==> config.mk <==
export PLATFORM = sky130hd
export DESIGN_NAME = aluCore
export DESIGN_NICKNAME = d
export VERILOG_FILES = /design/src/rtl/corePkg.sv /design/src/rtl/aluCore.sv /design/src/rtl/decodeStage.sv /design/src/rtl/executeStage.sv /design/src/rtl/regFile.sv
export SDC_FILE = /design/constraint.sdc
export NUM_CORES = 1
export LEC_CHECK = 0
export BUFFER_PORTS_ARGS = -buffer_cell sky130_fd_sc_hd__buf_2
export CORE_MARGIN = 2
export CORE_UTILIZATION = 50
export CTS_CLUSTER_SIZE = 20
export DETAILED_ROUTE_END_ITERATION = 10
export PLACE_DENSITY = 0.77
export SLEW_MARGIN = 20
export SYNTH_ARGS = -nofsm -noshare
export SYNTH_HDL_FRONTEND = slang
export SYNTH_SLANG_ARGS = --single-unit
==> constraint.sdc <==
create_clock -name clk -period 11.2 [get_ports clk]
set_input_delay 0.56 -clock clk [delete_from_list [all_inputs] [get_ports clk]]
set_output_delay 0.56 -clock clk [all_outputs]
set_load 0.005 [all_outputs]
==> src/rtl/corePkg.sv <==
package corePkg;

   typedef logic [15:0] word_t;
   typedef logic [2:0]  regIdx_t;
   typedef logic [15:0] instr_t;

   //////////////////////////////////////////////////
   // Instruction layout
   //////////////////////////////////////////////////

   localparam int OpcodeHi = 15;
   localparam int OpcodeLo = 12;
   localparam int RdHi     = 11;
   localparam int RdLo     = 9;
   localparam int RsHi     = 8;
   localparam int RsLo     = 6;
   localparam int RtHi     = 5;
   localparam int RtLo     = 3;
   localparam int Imm6Hi   = 5;   // Signed, bits 5..0
   localparam int Imm9Hi   = 8;   // Signed, bits 8..0, LI only

   typedef enum logic [3:0] {
      OP_NOP  = 4'd0,
      OP_ADD  = 4'd1,
      OP_SUB  = 4'd2,
      OP_AND  = 4'd3,
      OP_OR   = 4'd4,
      OP_XOR  = 4'd5,
      OP_SHL  = 4'd6,
      OP_SHR  = 4'd7,
      OP_ADDI = 4'd8,
      OP_LI   = 4'd9
   } opcode_e;

   typedef enum logic [2:0] {
      ALU_ADD,
      ALU_SUB,
      ALU_AND,
      ALU_OR,
      ALU_XOR,
      ALU_SHL,
      ALU_SHR,
      ALU_PASSB
   } aluOp_e;

   //////////////////////////////////////////////////
   // Stage records
   //////////////////////////////////////////////////

   typedef struct packed {
      aluOp_e  aluOp;
      regIdx_t rd;
      word_t   a;
      word_t   b;      // Already the immediate for ADDI and LI
   } operands_t;

   typedef struct packed {
      regIdx_t rd;
      word_t   value;
   } result_t;

endpackage

==> src/rtl/aluCore.sv <==
`timescale 1ns/1ps

module aluCore (
   input  logic             clk,
   input  logic             arstN,
   input  logic             instrValid,
   output logic             instrReady,
   input  corePkg::instr_t  instr,
   output logic             resultValid,
   input  logic             resultReady,
   output corePkg::result_t result,
   output logic             err
);

   corePkg::regIdx_t   readSel1;
   corePkg::regIdx_t   readSel2;
   corePkg::word_t     readData1;
   corePkg::word_t     readData2;
   logic               exFwdValid;
   corePkg::result_t   exFwd;
   logic               opValid;
   logic               opReady;
   corePkg::operands_t ops;

   //////////////////////////////////////////////////
   // Pipeline
   //////////////////////////////////////////////////

   decodeStage i_decodeStage (
      .clk        (clk),
      .arstN      (arstN),
      .instrValid (instrValid),
      .instrReady (instrReady),
      .instr      (instr),
      .readSel1   (readSel1),
      .readSel2   (readSel2),
      .readData1  (readData1),
      .readData2  (readData2),
      .exFwdValid (exFwdValid),
      .exFwd      (exFwd),
      .wbFwdValid (resultValid),   // Result register is the older bypass
      .wbFwd      (result),
      .opValid    (opValid),
      .opReady    (opReady),
      .ops        (ops),
      .err        (err)
   );

   executeStage i_executeStage (
      .clk         (clk),
      .arstN       (arstN),
      .opValid     (opValid),
      .opReady     (opReady),
      .ops         (ops),
      .exFwdValid  (exFwdValid),
      .exFwd       (exFwd),
      .resultValid (resultValid),
      .resultReady (resultReady),
      .result      (result)
   );

   // Written when the result record leaves
   regFile i_regFile (
      .clk       (clk),
      .arstN     (arstN),
      .readSel1  (readSel1),
      .readSel2  (readSel2),
      .readData1 (readData1),
      .readData2 (readData2),
      .writeEn   (resultValid && resultReady),
      .writeSel  (result.rd),
      .writeData (result.value)
   );

endmodule

==> src/rtl/decodeStage.sv <==
`timescale 1ns/1ps

module decodeStage (
   input  logic               clk,
   input  logic               arstN,
   input  logic               instrValid,
   output logic               instrReady,
   input  corePkg::instr_t    instr,
   output corePkg::regIdx_t   readSel1,
   output corePkg::regIdx_t   readSel2,
   input  corePkg::word_t     readData1,
   input  corePkg::word_t     readData2,
   input  logic               exFwdValid,
   input  corePkg::result_t   exFwd,
   input  logic               wbFwdValid,
   input  corePkg::result_t   wbFwd,
   output logic               opValid,
   input  logic               opReady,
   output corePkg::operands_t ops,
   output logic               err
);

   corePkg::opcode_e   opcode;
   corePkg::regIdx_t   rd;
   corePkg::regIdx_t   rs;
   corePkg::regIdx_t   rt;
   corePkg::word_t     imm6;
   corePkg::word_t     imm9;
   corePkg::word_t     rsVal;
   corePkg::word_t     rtVal;
   corePkg::operands_t opsNext;
   logic               legal;
   logic               writesReg;
   logic               accept;

   function automatic corePkg::word_t pickOperand(
      input corePkg::regIdx_t idx,
      input corePkg::word_t   rfData,
      input logic             exValid,
      input corePkg::result_t ex,
      input logic             wbValid,
      input corePkg::result_t wb
   );
      if (exValid && ex.rd == idx) begin
         return ex.value;   // Youngest result wins
      end
      if (wbValid && wb.rd == idx) begin
         return wb.value;
      end
      return rfData;
   endfunction

   //////////////////////////////////////////////////
   // Field split and operand read
   //////////////////////////////////////////////////

   assign opcode = corePkg::opcode_e'(instr[corePkg::OpcodeHi:corePkg::OpcodeLo]);
   assign rd     = instr[corePkg::RdHi:corePkg::RdLo];
   assign rs     = instr[corePkg::RsHi:corePkg::RsLo];
   assign rt     = instr[corePkg::RtHi:corePkg::RtLo];
   assign imm6   = {{10{instr[corePkg::Imm6Hi]}}, instr[corePkg::Imm6Hi:0]};
   assign imm9   = {{7{instr[corePkg::Imm9Hi]}}, instr[corePkg::Imm9Hi:0]};

   assign readSel1 = rs;
   assign readSel2 = rt;
   assign rsVal    = pickOperand(rs, readData1, exFwdValid, exFwd, wbFwdValid, wbFwd);
   assign rtVal    = pickOperand(rt, readData2, exFwdValid, exFwd, wbFwdValid, wbFwd);

   always_comb begin
      legal         = 1'b1;
      writesReg     = 1'b1;
      opsNext.aluOp = corePkg::ALU_ADD;
      opsNext.rd    = rd;
      opsNext.a     = rsVal;
      opsNext.b     = rtVal;
      case (opcode)
         corePkg::OP_NOP:  writesReg = 1'b0;
         corePkg::OP_ADD:  opsNext.aluOp = corePkg::ALU_ADD;
         corePkg::OP_SUB:  opsNext.aluOp = corePkg::ALU_SUB;
         corePkg::OP_AND:  opsNext.aluOp = corePkg::ALU_AND;
         corePkg::OP_OR:   opsNext.aluOp = corePkg::ALU_OR;
         corePkg::OP_XOR:  opsNext.aluOp = corePkg::ALU_XOR;
         corePkg::OP_SHL:  opsNext.aluOp = corePkg::ALU_SHL;
         corePkg::OP_SHR:  opsNext.aluOp = corePkg::ALU_SHR;
         corePkg::OP_ADDI: begin
            opsNext.aluOp = corePkg::ALU_ADD;
            opsNext.b     = imm6;
         end
         corePkg::OP_LI: begin
            opsNext.aluOp = corePkg::ALU_PASSB;
            opsNext.a     = '0;
            opsNext.b     = imm9;
         end
         default: begin   // Accepted and dropped
            legal     = 1'b0;
            writesReg = 1'b0;
         end
      endcase
   end

   //////////////////////////////////////////////////
   // Operand register
   //////////////////////////////////////////////////

   assign instrReady = !opValid || opReady;
   assign accept     = instrValid && instrReady;

   always_ff @(posedge clk or negedge arstN) begin
      if (!arstN) begin
         opValid <= 1'b0;
         err     <= 1'b0;
      end else begin
         if (accept && writesReg) begin
            opValid <= 1'b1;
         end else if (opReady) begin
            opValid <= 1'b0;
         end
         if (accept && !legal) begin
            err <= 1'b1;   // Sticky until reset
         end
      end
   end

   always_ff @(posedge clk) begin
      if (accept && writesReg) begin
         ops <= opsNext;
      end
   end

   property pOpsHeld;
      @(posedge clk) disable iff (!arstN)
         opValid && !opReady |=> opValid && $stable(ops);
   endproperty

   aOpsHeld : assert property (pOpsHeld)
      else $error("operand record changed under back-pressure");

endmodule

==> src/rtl/executeStage.sv <==
`timescale 1ns/1ps

module executeStage (
   input  logic               clk,
   input  logic               arstN,
   input  logic               opValid,
   output logic               opReady,
   input  corePkg::operands_t ops,
   output logic               exFwdValid,
   output corePkg::result_t   exFwd,
   output logic               resultValid,
   input  logic               resultReady,
   output corePkg::result_t   result
);

   corePkg::word_t aluValue;
   logic           transfer;

   //////////////////////////////////////////////////
   // ALU
   //////////////////////////////////////////////////

   always_comb begin
      case (ops.aluOp)
         corePkg::ALU_ADD: aluValue = ops.a + ops.b;   // Wraps at 16 bits
         corePkg::ALU_SUB: aluValue = ops.a - ops.b;
         corePkg::ALU_AND: aluValue = ops.a & ops.b;
         corePkg::ALU_OR:  aluValue = ops.a | ops.b;
         corePkg::ALU_XOR: aluValue = ops.a ^ ops.b;
         corePkg::ALU_SHL: aluValue = ops.a << ops.b[3:0];
         corePkg::ALU_SHR: aluValue = ops.a >> ops.b[3:0];
         default:          aluValue = ops.b;   // PASSB
      endcase
   end

   // Youngest bypass source
   assign exFwdValid  = opValid;
   assign exFwd.rd    = ops.rd;
   assign exFwd.value = aluValue;

   //////////////////////////////////////////////////
   // Result register
   //////////////////////////////////////////////////

   assign opReady  = !resultValid || resultReady;
   assign transfer = opValid && opReady;

   always_ff @(posedge clk or negedge arstN) begin
      if (!arstN) begin
         resultValid <= 1'b0;
      end else if (transfer) begin
         resultValid <= 1'b1;
      end else if (resultReady) begin
         resultValid <= 1'b0;
      end
   end

   always_ff @(posedge clk) begin
      if (transfer) begin
         result.rd    <= ops.rd;
         result.value <= aluValue;
      end
   end

   // Stream rule seen at the core boundary
   property pResultHeld;
      @(posedge clk) disable iff (!arstN)
         resultValid && !resultReady |=> resultValid && $stable(result);
   endproperty

   aResultHeld : assert property (pResultHeld)
      else $error("result dropped or changed before transfer");

endmodule

==> src/rtl/regFile.sv <==
`timescale 1ns/1ps

module regFile (
   input  logic             clk,
   input  logic             arstN,
   input  corePkg::regIdx_t readSel1,
   input  corePkg::regIdx_t readSel2,
   output corePkg::word_t   readData1,
   output corePkg::word_t   readData2,
   input  logic             writeEn,
   input  corePkg::regIdx_t writeSel,
   input  corePkg::word_t   writeData
);

   corePkg::word_t regs [8];

   //////////////////////////////////////////////////
   // Storage
   //////////////////////////////////////////////////

   always_ff @(posedge clk or negedge arstN) begin
      if (!arstN) begin
         for (int i = 0; i < 8; i++) begin
            regs[i] <= '0;
         end
      end else if (writeEn) begin
         regs[writeSel] <= writeData;
      end
   end

   // Old value during a same-cycle write
   assign readData1 = regs[readSel1];
   assign readData2 = regs[readSel2];

   //////////////////////////////////////////////////
   // Checks
   //////////////////////////////////////////////////

   property pWriteSelKnown;
      @(posedge clk) disable iff (!arstN)
         writeEn |-> !$isunknown(writeSel);
   endproperty

   aWriteSelKnown : assert property (pWriteSelKnown)
      else $error("regFile write with unknown select");

endmodule

==> metrics.md <==
| Metric | Value |
|---|---|
| P&R area growth vs syn | 6.79% |
| GRT Total Usage | 25.2% |
| Reg area | ~0.005 mm2 |
| Max-cap viol count | 0 |
| Cell Area, Synth | about 0.013 mm2 |
| Clk root buf | clkbuf_16 |
| Setup CP Type | flip-flop to flip-flop |
| Dpl cells | around 1400 |
| Synthesized flop and latch total | roughly 190 |
| WL final | around 33000 um |
| Fill cells | around 2200 |
| Top cell type's share of synthesized area | approximately a quarter |
| Main synth FF type | dfrtp_1 |
| CP max stage cell | edfxtp_1 |
| Relative slew margins | between 20 and 30% |
| WL per Instance | 22.9 um |
| Final Max Slew Viols | 0 |
| Largest net degree at the start of global routing | 83 |
| Part of the power in registers | around 43% |
| Share of the yosys chip area belonging to registers | a little under two fifths |
| EDFF count, synth | 57 |
| Synth Instances | approximately 1100 |
| Worst-Margin Slew | roughly 1100 ps |
| Max incr delay on CP | a little over 900 ps |
| Distinct cells, synth | between 70 and 80 |
| Crit. End Element | flip-flop |
| Worst skew pair latency | 440 ps |
| GPL Wtd Cong | 0.935 |
| Hold Crit Class | input port to async pin |
| Sw Share | approximately a third |
| Number of post-CTS setup repair buffers | 0 |
| Status | completed |
| Initial antenna violation count | 0 |
| TritonCTS clock tree | done |
| Post-Synthesis Net Count | about 1200 |
| Final period util | 39.6% |
| Starting Density | approximately half |
| Total grt overflow | 0 |
| Crit path cell chain | inv_1 -> nor3_2 -> a31oi_1 -> xnor2_1 -> ha_1 -> a21o_1 -> a211o_1 -> o21ai_1 -> o21bai_1 -> mux2i_1 -> a211oi_1 -> o221ai_1 |
| Wire length of the first global-routing pass | approximately 53000 um |
| CP startpoint kind | flip-flop |
| Bufs and invs on worst path | 1 |
| Buffers on Ports | 41 |
| Final worst clock skew | 9.11 ps |
| Core area | 0.0258 mm2 |
| YS warnings | 0 |
| Ys async rst share | between 60% and 70% |
| Die footprint | roughly 0.027 mm2 |
| Most numerous cell in the Yosys netlist | mux2_2 |
| Die W | ~170 um |
| Avg Cell Area, Syn | 11.6 um2 |
| Reg2Reg Setup Slack | approximately 6800 ps |
| Hpwl dp | approximately 23000 um |
| Via count | 9655 |
| Power per cell area | approximately 200 mW/mm2 |
| Sink Count | approximately 190 |
| Top Family by Delay on Critical Path | compound AO/OA/AOI/OAI gates |
| Share of cells above drive strength 1 | between 20% and 30% |
| Post-CTS sizing | 0 |
| Leakage | approximately 5.7 nW |
| Setup TNS | 0 ps |
| Cell Int Power | roughly 1.8 mW |
| Peak supply drop | about 0.12 mV |
| Largest buffer count on any clock path | 2 |
| Antenna viol nets, final | 0 |
| Final Non-Filler Cells | about 1500 |
| Final hold vios | 0 |
| Cell taking the most area after synthesis | dfrtp_1 |
| Multi-input logic area | approximately 0.0075 mm2 |
| Layout Nets | 1185 |
| Critical path required time | ~11000 ps |
| Net Sw Power | just under 1 mW |
| DRC errors left | 0 |
| Commonest cells post-synth | 137 x mux2_2, 131 x dfrtp_1, 78 x mux4_2, 71 x nor2_1, 67 x nand2_1 |
| First drt pass iteration count | 7 |
| Cts bufs inserted | 17 |
| Fin crit period | between 4000 and 5000 ps |
| IO Count | 42 |
| Final setup vio count | 0 |
| Hold_buf cts | 0 |
| Clock power frac | 19.9% |
| CTS HTree Levels | 4 |
| Fmax | 226 MHz |
| Clk slew on worst S/H paths | 70 ps |
| Crit-path max FO | 25 |
| Crit path DAT | roughly 4600 ps |
| Comb pwr share | 37.5% |
| Vias in the first global route | roughly 9400 |
| Site Rows | 59 |
| Die height | about 170 um |
| Synth area leaders | dfrtp_1 25%, mux4_2 13%, edfxtp_1 13% |
| Vias per inst | 6.60 |
| ANT cells | 0 |
| RSZ-0062 raised after global routing | false |
| 1st-iter DRT viols | ~860 |
[flip-flops by register name, indices dropped and copies added (netlist names)]
name,flops
i_regFile.regs,128
i_executeStage.resultValid,1
i_executeStage.result,19
i_decodeStage.err,1
i_decodeStage.opValid,1
i_decodeStage.ops,38
[power by group through the flow]
| stage | Sequential (mW) | Combinational [mW] | Clock [mW] |
|---|---|---|---|
| global route | 1.21 | 1.13 | 0.587 |
| floorplan | 1.10 | 0.845 | 0 |
| finish | 1.18 | 1.04 | 0.554 |
| detailed placement | 1.19 | 1.03 | 0 |
| global placement | 1.16 | 0.994 | 0 |
| CTS | 1.18 | 1.04 | 0.560 |
[cells in the final DEF, fill, tap and decap left out, types with 8 or more instances in the layout]
cell type / synthesis / routed
nand2b_1: 12 / 12
edfxtp_1: 57 / 57
o2bb2ai_1: 10 / 10
nand2_1: 67 / 67
xnor2_1: 31 / 31
clkbuf_16: 0 / 17
mux2_2: 137 / 137
ha_1: 49 / 49
a21o_1: 10 / 10
nor3_1: 14 / 13
o21ai_0: 45 / 45
a211oi_1: 17 / 17
nand3_1: 9 / 9
o221ai_1: 10 / 10
inv_1: 42 / 42
a31oi_1: 8 / 8
buf_2: 19 / 40
a21oi_1: 47 / 47
nor2_1: 71 / 71
dfrtp_1: 131 / 131
mux4_2: 78 / 78
buf_4: 5 / 19
mux2i_1: 55 / 55
[metrics by stage]
step	power [mW]	setup slack, ps	area [um2]	util, %	hold WS, ps
detailed placement	2.21	6550	13400	51.9	454
finish	2.78	6770	13900	53.9	141
floorplan	1.94	7640	13000	-	264
CTS	2.77	6510	13900	53.9	162
global route	2.93	6400	13900	53.9	201
global placement	2.16	6660	13400	51.9	448
[layout make-up]
type / count / area share, %
multi-input combinational: 804 / 53.7
sequential: 188 / 35.8
clock buffer: 20 / 3.13
tap: 335 / 3.01
inverter: 44 / 1.19
timing repair buffer: 60 / 2.54
clock inverter: 12 / 0.638
[final timing paths]
kind,to,cells after the start,start
setup / recovery,i_decodeStage.ops[13],12,i_decodeStage.ops[35]
hold / removal,i_regFile.regs[62],1,arstN
setup reg to reg,i_decodeStage.ops[13],12,i_decodeStage.ops[35]
hold reg to reg,i_decodeStage.err,1,i_decodeStage.err
max in group asynchronous,i_regFile.regs[36],2,arstN
min in group clk,i_decodeStage.ops[34],1,instr[11]
[cell families (layout without fill, tap and decap cells)]
group	count (synthesis)	after routing	synth area share, %
buffers and inverters	134	136	4.47
flip-flops	188	188	38.2
AND/OR/NAND/NOR	218	218	7.81
adder cells (fa/ha/maj)	50	50	4.85
AO/OA/AOI/OAI	228	228	12.3
multiplexers	274	274	30.0
XOR/XNOR	34	34	2.28
[per-layer routing]
metal  GRT usage [%]  share of wire [%]  vias up
li1                -                  -     4265
met1            34.7                 41     4874
met2            41.0                 49      429
met3            3.12                6.7       87
met4            9.91                3.1        0
met5               0                  0        -
Power figures use the tool's default switching activity.
